===== config.mk =====
export PLATFORM = sky130hd
export DESIGN_NAME = executeUnit
export DESIGN_NICKNAME = d
export VERILOG_FILES = /design/src/design/execPkg.sv /design/src/design/arithUnit.sv /design/src/design/logicUnit.sv /design/src/design/barrelShifter.sv /design/src/design/writebackStage.sv /design/src/design/memoryStage.sv /design/src/design/executeUnit.sv
export SDC_FILE = /design/constraint.sdc
export NUM_CORES = 1
export LEC_CHECK = 0
export BUFFER_PORTS_ARGS = -buffer_cell sky130_fd_sc_hd__buf_2
export CORE_MARGIN = 4
export CORE_UTILIZATION = 58
export DETAILED_ROUTE_END_ITERATION = 8
export PLACE_DENSITY = 0.81
export SETUP_SLACK_MARGIN = 0.3
export SYNTH_ARGS = -nofsm -noshare
export SYNTH_HDL_FRONTEND = slang
export SYNTH_HIERARCHICAL = 1
export SYNTH_SLANG_ARGS = --single-unit

===== constraint.sdc =====
create_clock -name clock -period 1.8 [get_ports clock]
set_input_delay 0 -clock clock [delete_from_list [all_inputs] [get_ports clock]]
set_output_delay 0 -clock clock [all_outputs]
set_load 0.005 [all_outputs]

===== src/design/execPkg.sv =====
`default_nettype none

package execPkg;

  localparam int defaultDataWidth = 32;
  localparam int regAddrWidth = 5;

  typedef enum logic [1:0]
  {
    opAdd      = 2'b00,
    opAddCarry = 2'b01,
    opSub      = 2'b10,
    opCompare  = 2'b11
  } addOpType;

  // bit 3 selects the signed form of the ordered conditions
  typedef enum logic [3:0]
  {
    cmpEqual         = 4'b0000,
    cmpNotEqual      = 4'b0001,
    cmpGreaterU      = 4'b0010,
    cmpGreaterEqualU = 4'b0011,
    cmpLessU         = 4'b0100,
    cmpLessEqualU    = 4'b0101,
    cmpGreaterS      = 4'b1010,
    cmpGreaterEqualS = 4'b1011,
    cmpLessS         = 4'b1100,
    cmpLessEqualS    = 4'b1101
  } compareCodeType;

  typedef enum logic [2:0]
  {
    logicAnd      = 3'b000,
    logicOr       = 3'b001,
    logicXor      = 3'b010,
    logicNor      = 3'b011,
    extByteSigned = 3'b100,
    extHalfSigned = 3'b101,
    extByteZero   = 3'b110,
    extHalfZero   = 3'b111
  } logicOpType;

  typedef enum logic [1:0]
  {
    shiftLeftLogical  = 2'b00,
    shiftRightLogical = 2'b01,
    shiftRightArith   = 2'b10,
    rotateRight       = 2'b11
  } shiftOpType;

  typedef enum logic [1:0]
  {
    selArith    = 2'b00,
    selLogic    = 2'b01,
    selShift    = 2'b10,
    selOperandB = 2'b11
  } resultSelType;

  // bit 2 marks sign extension, bits 1:0 give the access size
  typedef enum logic [2:0]
  {
    loadNone       = 3'b000,
    loadByteZero   = 3'b001,
    loadByteSigned = 3'b101,
    loadHalfZero   = 3'b010,
    loadHalfSigned = 3'b110,
    loadWord       = 3'b011
  } loadOpType;

  typedef enum logic [2:0]
  {
    storeNone = 3'b000,
    storeByte = 3'b001,
    storeHalf = 3'b010,
    storeWord = 3'b011
  } storeOpType;

endpackage

`default_nettype wire


===== src/design/arithUnit.sv =====
`timescale 1ns/100ps
`default_nettype none

module arithUnit
  #(parameter int dataWidth = execPkg::defaultDataWidth)
  (
    input wire [dataWidth-1:0]          operandA,
    input wire [dataWidth-1:0]          operandB,
    input wire execPkg::addOpType       addOp,
    input wire execPkg::compareCodeType compareControl,
    input wire                          carryIn,
    output logic [dataWidth-1:0]        arithResult,
    output logic                        arithCarry,
    output logic                        arithOverflow,
    output logic                        arithFlag
  );

  import execPkg::*;

  logic [dataWidth-1:0] addend;
  logic                 carrySelect;
  logic [dataWidth:0]   sum;
  logic                 isZero;
  logic                 lessUnsigned;
  logic                 lessSigned;
  logic                 compareResult;

  // subtract and compare both compute a + ~b + 1
  always_comb
  begin
    addend      = operandB;
    carrySelect = 1'b0;
    case (addOp)
      opAddCarry:
        carrySelect = carryIn;
      opSub,
      opCompare:
      begin
        addend      = ~operandB;
        carrySelect = 1'b1;
      end
      default:
        carrySelect = 1'b0;
    endcase
  end

  assign sum = {1'b0, operandA} + {1'b0, addend} + {{dataWidth{1'b0}}, carrySelect};

  assign arithResult = sum[dataWidth-1:0];
  // on a subtract the carry is the inverted borrow
  assign arithCarry = sum[dataWidth];
  assign arithOverflow = (operandA[dataWidth-1] == addend[dataWidth-1]) &&
                         (arithResult[dataWidth-1] != operandA[dataWidth-1]);

  assign isZero = (arithResult == '0);
  assign lessUnsigned = ~arithCarry;
  assign lessSigned = arithResult[dataWidth-1] ^ arithOverflow;

  always_comb
  begin
    case (compareControl)
      cmpEqual:         compareResult = isZero;
      cmpNotEqual:      compareResult = ~isZero;
      cmpGreaterU:      compareResult = ~lessUnsigned & ~isZero;
      cmpGreaterEqualU: compareResult = ~lessUnsigned;
      cmpLessU:         compareResult = lessUnsigned;
      cmpLessEqualU:    compareResult = lessUnsigned | isZero;
      cmpGreaterS:      compareResult = ~lessSigned & ~isZero;
      cmpGreaterEqualS: compareResult = ~lessSigned;
      cmpLessS:         compareResult = lessSigned;
      cmpLessEqualS:    compareResult = lessSigned | isZero;
      default:          compareResult = 1'b0;
    endcase
  end

  assign arithFlag = (addOp == opCompare) ? compareResult : isZero;

endmodule

`default_nettype wire


===== src/design/logicUnit.sv =====
`timescale 1ns/100ps
`default_nettype none

module logicUnit
  #(parameter int dataWidth = execPkg::defaultDataWidth)
  (
    input wire [dataWidth-1:0]      operandA,
    input wire [dataWidth-1:0]      operandB,
    input wire execPkg::logicOpType logicOp,
    output logic [dataWidth-1:0]    logicResult
  );

  import execPkg::*;

  logic [dataWidth-1:0] byteSigned;
  logic [dataWidth-1:0] halfSigned;
  logic [dataWidth-1:0] byteZero;
  logic [dataWidth-1:0] halfZero;

  // extensions work on the low part of operand A only
  assign byteSigned = {{(dataWidth-8){operandA[7]}}, operandA[7:0]};
  assign halfSigned = {{(dataWidth-16){operandA[15]}}, operandA[15:0]};
  assign byteZero = {{(dataWidth-8){1'b0}}, operandA[7:0]};
  assign halfZero = {{(dataWidth-16){1'b0}}, operandA[15:0]};

  always_comb
  begin
    case (logicOp)
      logicAnd:      logicResult = operandA & operandB;
      logicOr:       logicResult = operandA | operandB;
      logicXor:      logicResult = operandA ^ operandB;
      logicNor:      logicResult = ~(operandA | operandB);
      extByteSigned: logicResult = byteSigned;
      extHalfSigned: logicResult = halfSigned;
      extByteZero:   logicResult = byteZero;
      extHalfZero:   logicResult = halfZero;
      default:       logicResult = '0;
    endcase
  end

endmodule

`default_nettype wire


===== src/design/barrelShifter.sv =====
`timescale 1ns/100ps
`default_nettype none

module barrelShifter
  #(parameter int dataWidth = execPkg::defaultDataWidth)
  (
    input wire [dataWidth-1:0]      operandA,
    input wire [dataWidth-1:0]      operandB,
    input wire execPkg::shiftOpType shiftOp,
    output logic [dataWidth-1:0]    shiftResult
  );

  import execPkg::*;

  localparam int amountWidth = $clog2(dataWidth);

  logic [amountWidth-1:0]   shiftAmount;
  logic [dataWidth-1:0]     leftLogical;
  logic [dataWidth-1:0]     rightLogical;
  logic [dataWidth-1:0]     rightArith;
  logic [2*dataWidth-1:0]   doubled;

  // only the low bits of operand B count (5 for a 32-bit word)
  assign shiftAmount = operandB[amountWidth-1:0];

  assign leftLogical = operandA << shiftAmount;
  assign rightLogical = operandA >> shiftAmount;
  assign rightArith = $signed(operandA) >>> shiftAmount;

  // rotate by shifting two copies side by side
  assign doubled = {operandA, operandA} >> shiftAmount;

  always_comb
  begin
    case (shiftOp)
      shiftLeftLogical:  shiftResult = leftLogical;
      shiftRightLogical: shiftResult = rightLogical;
      shiftRightArith:   shiftResult = rightArith;
      rotateRight:       shiftResult = doubled[dataWidth-1:0];
      default:           shiftResult = '0;
    endcase
  end

endmodule

`default_nettype wire


===== src/design/writebackStage.sv =====
`timescale 1ns/100ps
`default_nettype none

module writebackStage
  #(parameter int dataWidth = execPkg::defaultDataWidth)
  (
    input wire                               clock,
    input wire                               arstN,
    input wire                               stall,
    input wire                               flush,
    input wire [dataWidth-1:0]               arithResult,
    input wire [dataWidth-1:0]               logicResult,
    input wire [dataWidth-1:0]               shiftResult,
    input wire [dataWidth-1:0]               operandB,
    input wire execPkg::resultSelType        resultSelection,
    input wire [execPkg::regAddrWidth-1:0]   destination,
    input wire                               weDestination,
    input wire                               arithCarry,
    input wire                               arithOverflow,
    input wire                               arithFlag,
    input wire                               updateCarry,
    input wire                               updateOverflow,
    input wire                               updateFlag,
    output logic [dataWidth-1:0]             writeData,
    output logic [execPkg::regAddrWidth-1:0] writeAddress,
    output logic                             writeEnable,
    output logic                             carryOut,
    output logic                             weCarry,
    output logic                             overflowOut,
    output logic                             weOverflow,
    output logic                             flagOut,
    output logic                             weFlag
  );

  import execPkg::*;

  logic [dataWidth-1:0] selectedResult;

  always_comb
  begin
    case (resultSelection)
      selArith:    selectedResult = arithResult;
      selLogic:    selectedResult = logicResult;
      selShift:    selectedResult = shiftResult;
      selOperandB: selectedResult = operandB;
      default:     selectedResult = operandB;
    endcase
  end

  // a flush turns the instruction into a bubble by clearing its write enables
  always_ff @(posedge clock or negedge arstN)
  begin
    if (!arstN)
    begin
      writeEnable <= 1'b0;
      weCarry     <= 1'b0;
      weOverflow  <= 1'b0;
      weFlag      <= 1'b0;
    end
    else if (!stall)
    begin
      writeEnable <= weDestination & ~flush;
      weCarry     <= updateCarry & ~flush;
      weOverflow  <= updateOverflow & ~flush;
      weFlag      <= updateFlag & ~flush;
    end
  end

  // result and status values follow every unstalled cycle
  always_ff @(posedge clock)
  begin
    if (!stall)
    begin
      writeData    <= selectedResult;
      writeAddress <= destination;
      carryOut     <= arithCarry;
      overflowOut  <= arithOverflow;
      flagOut      <= arithFlag;
    end
  end

endmodule

`default_nettype wire


===== src/design/memoryStage.sv =====
`timescale 1ns/100ps
`default_nettype none

module memoryStage
  #(parameter int dataWidth = execPkg::defaultDataWidth)
  (
    input wire                       clock,
    input wire                       arstN,
    input wire                       stall,
    input wire                       flush,
    input wire [dataWidth-1:0]       arithResult,
    input wire [dataWidth-1:0]       storeDataIn,
    input wire execPkg::loadOpType   load,
    input wire execPkg::storeOpType  store,
    output logic [dataWidth-1:0]     memoryAddress,
    output execPkg::loadOpType       memoryLoad,
    output execPkg::storeOpType      memoryStore,
    output logic [dataWidth-1:0]     dataOut,
    output logic                     alignmentError
  );

  import execPkg::*;

  loadOpType  loadReg;
  storeOpType storeReg;
  logic       memoryAccess;
  logic       wordAccess;
  logic       halfAccess;

  assign memoryAccess = (load != loadNone) || (store != storeNone);

  always_ff @(posedge clock or negedge arstN)
  begin
    if (!arstN)
    begin
      loadReg  <= loadNone;
      storeReg <= storeNone;
    end
    else if (!stall)
    begin
      loadReg  <= flush ? loadNone : load;
      storeReg <= flush ? storeNone : store;
    end
  end

  // address and store data keep their value between memory instructions
  always_ff @(posedge clock)
  begin
    if (!stall && memoryAccess)
    begin
      memoryAddress <= arithResult;
    end
    if (!stall && store != storeNone)
    begin
      dataOut <= storeDataIn;
    end
  end

  assign wordAccess = (loadReg == loadWord) || (storeReg == storeWord);
  assign halfAccess = (loadReg == loadHalfZero) || (loadReg == loadHalfSigned) ||
                      (storeReg == storeHalf);

  // a misaligned access never reaches the data cache
  assign alignmentError = (wordAccess && memoryAddress[1:0] != 2'b00) ||
                          (halfAccess && memoryAddress[0]);

  assign memoryLoad = alignmentError ? loadNone : loadReg;
  assign memoryStore = alignmentError ? storeNone : storeReg;

endmodule

`default_nettype wire


===== src/design/executeUnit.sv =====
`timescale 1ns/100ps
`default_nettype none

module executeUnit
  #(parameter int dataWidth = execPkg::defaultDataWidth)
  (
    input wire                               clock,
    input wire                               arstN,
    input wire                               stall,
    input wire                               flush,
    input wire [dataWidth-1:0]               operandA,
    input wire [dataWidth-1:0]               operandB,
    input wire [dataWidth-1:0]               storeDataIn,
    input wire [execPkg::regAddrWidth-1:0]   destination,
    input wire                               weDestination,
    input wire [2:0]                         exeControl,
    input wire execPkg::compareCodeType      compareControl,
    input wire execPkg::resultSelType        resultSelection,
    input wire                               carryIn,
    input wire                               updateCarry,
    input wire                               updateOverflow,
    input wire                               updateFlag,
    input wire execPkg::loadOpType           load,
    input wire execPkg::storeOpType          store,
    output logic [dataWidth-1:0]             writeData,
    output logic [execPkg::regAddrWidth-1:0] writeAddress,
    output logic                             writeEnable,
    output logic                             carryOut,
    output logic                             weCarry,
    output logic                             overflowOut,
    output logic                             weOverflow,
    output logic                             flagOut,
    output logic                             weFlag,
    output logic [dataWidth-1:0]             memoryAddress,
    output execPkg::loadOpType               memoryLoad,
    output execPkg::storeOpType              memoryStore,
    output logic [dataWidth-1:0]             dataOut,
    output logic                             alignmentError
  );

  import execPkg::*;

  logic [dataWidth-1:0] arithResult;
  logic                 arithCarry;
  logic                 arithOverflow;
  logic                 arithFlag;
  logic [dataWidth-1:0] logicResult;
  logic [dataWidth-1:0] shiftResult;

  // the adder and shifter only look at the low two control bits
  arithUnit #(.dataWidth(dataWidth)) arith0
  (
    .operandA(operandA),
    .operandB(operandB),
    .addOp(addOpType'(exeControl[1:0])),
    .compareControl(compareControl),
    .carryIn(carryIn),
    .arithResult(arithResult),
    .arithCarry(arithCarry),
    .arithOverflow(arithOverflow),
    .arithFlag(arithFlag)
  );

  logicUnit #(.dataWidth(dataWidth)) logic0
  (
    .operandA(operandA),
    .operandB(operandB),
    .logicOp(logicOpType'(exeControl)),
    .logicResult(logicResult)
  );

  barrelShifter #(.dataWidth(dataWidth)) shifter0
  (
    .operandA(operandA),
    .operandB(operandB),
    .shiftOp(shiftOpType'(exeControl[1:0])),
    .shiftResult(shiftResult)
  );

  writebackStage #(.dataWidth(dataWidth)) writeback0
  (
    .clock(clock),
    .arstN(arstN),
    .stall(stall),
    .flush(flush),
    .arithResult(arithResult),
    .logicResult(logicResult),
    .shiftResult(shiftResult),
    .operandB(operandB),
    .resultSelection(resultSelection),
    .destination(destination),
    .weDestination(weDestination),
    .arithCarry(arithCarry),
    .arithOverflow(arithOverflow),
    .arithFlag(arithFlag),
    .updateCarry(updateCarry),
    .updateOverflow(updateOverflow),
    .updateFlag(updateFlag),
    .writeData(writeData),
    .writeAddress(writeAddress),
    .writeEnable(writeEnable),
    .carryOut(carryOut),
    .weCarry(weCarry),
    .overflowOut(overflowOut),
    .weOverflow(weOverflow),
    .flagOut(flagOut),
    .weFlag(weFlag)
  );

  // effective address is base plus offset from the adder
  memoryStage #(.dataWidth(dataWidth)) memory0
  (
    .clock(clock),
    .arstN(arstN),
    .stall(stall),
    .flush(flush),
    .arithResult(arithResult),
    .storeDataIn(storeDataIn),
    .load(load),
    .store(store),
    .memoryAddress(memoryAddress),
    .memoryLoad(memoryLoad),
    .memoryStore(memoryStore),
    .dataOut(dataOut),
    .alignmentError(alignmentError)
  );

endmodule

`default_nettype wire


==> flow_summary.ini, run 1 <==
[floorplan]
io_pins = 240
start_util = 0.586
chipHeight_um = 170
die_w_um = 170
rows = 59

[clock_tree]
clock_tree.root_cell = clkbuf_16
numCtsBuffers = 17
clock_sinks = 114
clockBufferDepth = 2
htree_levels = 4

[synth]
synth-async-reset-ratio = 0.0877
synth_top_cell_area_share = 0.205
avgSynthCellArea_sq_um = 9.22
ys_top_cells_by_area = edfxtp_1 20%, mux4_2 10%, ha_1 7.8%
synth_top_area_cell = edfxtp_1
synth_ff_type = edfxtp_1
yosysWarnings = 6
synth_cell_types = 108
yosysSeqAreaShare = 0.221
syn-num-nets = 1874
ys_ff_latch = 114
synth_edf_count = 104
postSynthCellCount = 1652
synth_area_sq_um = 15200

[timing]
worstEpCategory = register data pin
worst_endpoint = writeback0/flagOut$_DFFE_PN_/D

[grt]
grt_start_max_net_pins = 44
grt_remaining_overflow = 592
grt_use_total = 0.897

[place]
placed_area_sq_um = 19900
hpwl_um = 55400
portBuffers = 239
place_congestion = 1.22

[outcome]
status = did not finish
haltStage = global routing
error = [ERROR GRT-0232] Routing congestion too high. Check the congestion heatmap in the GUI.
[cell families after synthesis]
kind of cell / count (synthesis) / share of synthesized area
AO/OA/AOI/OAI: 463 / 0.221
adder cells (fa/ha/maj): 97 / 0.0807
flip-flops: 114 / 0.221
buffers and inverters: 247 / 0.0835
AND/OR/NAND/NOR: 442 / 0.139
XOR/XNOR: 58 / 0.0333
multiplexers: 231 / 0.222
[cell usage after synthesis (9+ instances only)]
| library cell | count |
|---|---|
| nand2b_1 | 19 |
| buf_2 | 44 |
| o211ai_1 | 22 |
| ha_1 | 95 |
| mux2_2 | 33 |
| buf_6 | 16 |
| o21a_1 | 14 |
| and2_1 | 14 |
| a211oi_1 | 22 |
| mux4_2 | 71 |
| inv_1 | 99 |
| or3_1 | 9 |
| nor2b_1 | 13 |
| a221oi_1 | 13 |
| o22ai_1 | 44 |
| dfrtp_1 | 10 |
| a21oi_1 | 86 |
| a21o_1 | 22 |
| o22a_1 | 11 |
| o32a_1 | 12 |
| nor3_1 | 53 |
| nand3_1 | 32 |
| o32ai_1 | 12 |
| xnor2_1 | 16 |
| nor2_1 | 121 |
| o221ai_1 | 11 |
| xor2_1 | 42 |
| nand2_1 | 124 |
| mux2i_1 | 113 |
| edfxtp_1 | 104 |
| o21ai_0 | 55 |
| a22oi_1 | 18 |
| clkbuf_1 | 50 |
| a31oi_1 | 20 |
| buf_4 | 13 |
[routing by layer]
layer,track usage,GRT overflow
met3,0.787,25
met4,0.943,211
met1,0.878,18
met5,0.527,5
met2,1.01,333
[per-stage QoR]
step	instances	utilization	TNS, ns	setup WS [ns]	hold WS, ns
CTS	2750	0.895	-30.98	-1.48	0.00723
detailed placement	2573	0.767	-66.52	-2.01	-0.129
global placement	2573	0.767	-63.89	-1.88	-0.134
floorplan	1652	-	-36.82	-1.67	-0.296
[timing repair]
| action | 4_1_cts |
|---|---|
| hold endpoints to repair | 57 |
| gates cloned | 15 |
| hold buffers | 55 |
| setup buffers | 75 |
| pin swaps | 75 |
| resized for setup | 253 |
| setup endpoints to repair | 67 |
==> run 2, diff against run 1 <==
CORE_UTILIZATION = 40   (was 58)
PLACE_DENSITY = unset   (was 0.81)
PLACE_DENSITY_LB_ADDON = 0.15   (was unset)
SETUP_SLACK_MARGIN = unset   (was 0.3)
==> flow_summary.ini, run 2 <==
[grt]
grt_remaining_overflow = 0
grt_pass1_wl_um = 115000
grt_start_max_net_pins = 44
antenna_found_initial = 1
first_global_vias = 17738
grt_use_total = 0.368

[critical_path]
worstSetupStartpointType = input port
cp.required_ns = 1.97
crit_path_max_fanout = 4
reg2reg_slack_ns = 1.05
path_cells = buf_12, a21o_1, fa_2, inv_2, fa_2, nand2b_4, buf_6, a21oi_4, o211ai_1, buf_4, a21oi_4, or3_1, a211oi_1, and4_2, nand4b_1, o32ai_2, o311ai_2, a211o_1
slowest_delay_ns = 0.40
worstPathArrival_ns = 3.48
endpoint_kind = flip-flop
slowest_stage = fa_2
path_class = input port to flip-flop

[layout]
synthToLayoutAreaGrowth_pct = 58.1
fillers = 3132
final_core_util = 0.641
drive_gt1_frac = 0.490
nets = 2662
largestRegisters = memory0/dataOut: 32 flops, memory0/memoryAddress: 32 flops, writeback0/writeData: 32 flops
final_cell_mix = 520 x buf_4, 233 x buf_2, 111 x nand2_1, 107 x nor2_1, 104 x edfxtp_1
antenna_cells = 0
mostFrequentLayoutCell = buf_4

[route]
ant_nets = 0
wl_um = 80300
drt_iter0_markers = 1978
routedWlPerCell_um = 27.1
dr.pass1.iters = 6
viasPerCell = 6.16
drc = 0
via_count = 18244

[synth]
synth_cell_types = 108
synth_area_sq_um = 15200
synth_ff_type = edfxtp_1
synth_top_family_by_area = multiplexers
synth_top_cell_area_share = 0.205
ys_ff_latch = 114
synth.area.mux_share = 0.222
synth-xor-area-share = 0.0333
yosysSeqAreaShare = 0.221
yosysWarnings = 6
synth-simple-area-share = 0.139
synth-async-reset-ratio = 0.0877
synth_compound_area_frac = 0.221
synthAdderAreaFrac = 0.0807
post-synth-top-count-cell = nand2_1
postSynthCellCount = 1652
synth_commonest_cells = 124 x nand2_1, 121 x nor2_1, 113 x mux2i_1, 104 x edfxtp_1, 99 x inv_1
syn-num-nets = 1874
ys_top_cells_by_area = edfxtp_1 20%, mux4_2 10%, ha_1 7.8%
synth_edf_count = 104
avgSynthCellArea_sq_um = 9.22
synth_top_area_cell = edfxtp_1

[flow_run]
max_cap_viol_count = 0

[timing]
fin_worst_skew_ns = 0
slew_headroom = 0.448
layout_setup_ws_ns = -1.51
max_freq_ghz = 0.302
report.final.slew_viol_count = 0
finalCritPeriodShare = 1.84
fin_setup_tns_ns = -35.52
setup_violations = 59
rsz0062_at_grt = true
worst_slew_pin_slew_ns = 0.824
timing.final.crit_period_ns = 3.31
finalHoldViolations = 0

[pwr]
p_per_area_nw_per_um2 = 644
p_leak_uw = 0.0109
ir_worst_vdd_uv = 579

[clock_tree]
cts.reportedPaths.clkPinSlew_ns = 0.06
cts_tree = done
numCtsBuffers = 17
htree_levels = 4
clk_latency_ns = 0.41
clockBufferDepth = 2
clock_sinks = 114
clock_tree.root_cell = clkbuf_16

[floorplan]
die-area_sq_um = 41300
chipHeight_um = 203
core_sq_um = 37600
io_pins = 240
rows = 71
start_util = 0.405
die_w_um = 203

[place]
place_congestion = 1.10
hpwl_um = 59700
portBuffers = 239

[outcome]
status = finished with violations
violations = setup timing

[hold_path]
hold_path.class = input port to flip-flop
==> run 2: stage by stage <==
step | hold slack (ns) | cells | power [uW] | setup slack, ns | cell area, sq um
finish | 0.0271 | 2964 | 15500 | -1.51 | 24100
floorplan | -0.296 | 1652 | 6980 | -1.67 | 15400
global route | 0.0343 | 2964 | 16100 | -1.61 | 24100
CTS | 0.0134 | 2920 | 14900 | -1.48 | 23200
global placement | -0.131 | 2769 | 10500 | -1.98 | 20300
detailed placement | -0.126 | 2769 | 10600 | -2.01 | 20300
==> run 2: cell families after synthesis <==
logic type / Yosys count
AOI/OAI and AO/OA: 463
xor gates and xnor gates: 58
adders and majority gates: 97
buffers and inverters: 247
DFF: 114
muxes: 231
and+or+nand+nor: 442
==> run 2: area by class of cell <==
class,instances,area [sq um],share of cell area
inverters,107,414,0.0172
multi-input cells,1291,11700,0.485
clock buffers,17,425,0.0177
repair buffers,909,7380,0.306
flip-flops and latches,114,3370,0.140
clock inverters,15,173,0.00717
well taps,511,639,0.0266
==> run 2: worst paths after layout <==
path,depth (start not counted),to,from
min reg2reg,2,writeback0/weOverflow,writeback0/weOverflow
max,18,writeback0/flagOut,exeControl[0]
max in group asynchronous,3,memory0/storeReg[1],arstN
min in group asynchronous,3,memory0/loadReg[0],arstN
min,3,writeback0/weOverflow,stall
max reg2reg,1,memory0/loadReg[2],memory0/loadReg[2]
==> run 2: power by group <==
part	switching (uW)	total (uW)	internal, uW
Sequential	118	3520	3400
Clock	1340	3420	2080
Combinational	4370	8570	4200
Total	5830	15500	9680
==> run 2: worst max-delay path: cells and delay by family <==
family,cells,cell delay (ns)
AO/OA/AOI/OAI,8,1.45
adder cells (fa/ha/maj),2,0.60
buffers and inverters,4,0.48
AND/OR/NAND/NOR,4,0.94
==> run 2: per-layer routing <==
layer / vias to the layer above / track usage / part of all wire
met4: 0 / 0.225 / 0.079
met5: - / 0 / 0
li1: 7925 / - / -
met1: 8873 / 0.473 / 0.39
met3: 313 / 0.0617 / 0.088
met2: 1133 / 0.583 / 0.44
==> run 2: what timing repair did <==
| action | 4_1_cts | 5_1_grt |
|---|---|---|
| hold buffers | 57 | 0 |
| endpoints found under the setup margin | 58 | 59 |
| pin swaps | 55 | 56 |
| endpoints found under the hold margin | 57 | 0 |
| gates resized for setup | 233 | 114 |
| setup buffers | 56 | 47 |
| gates cloned | 9 | 1 |
No activity file was read; power rests on OpenSTA's default activity.
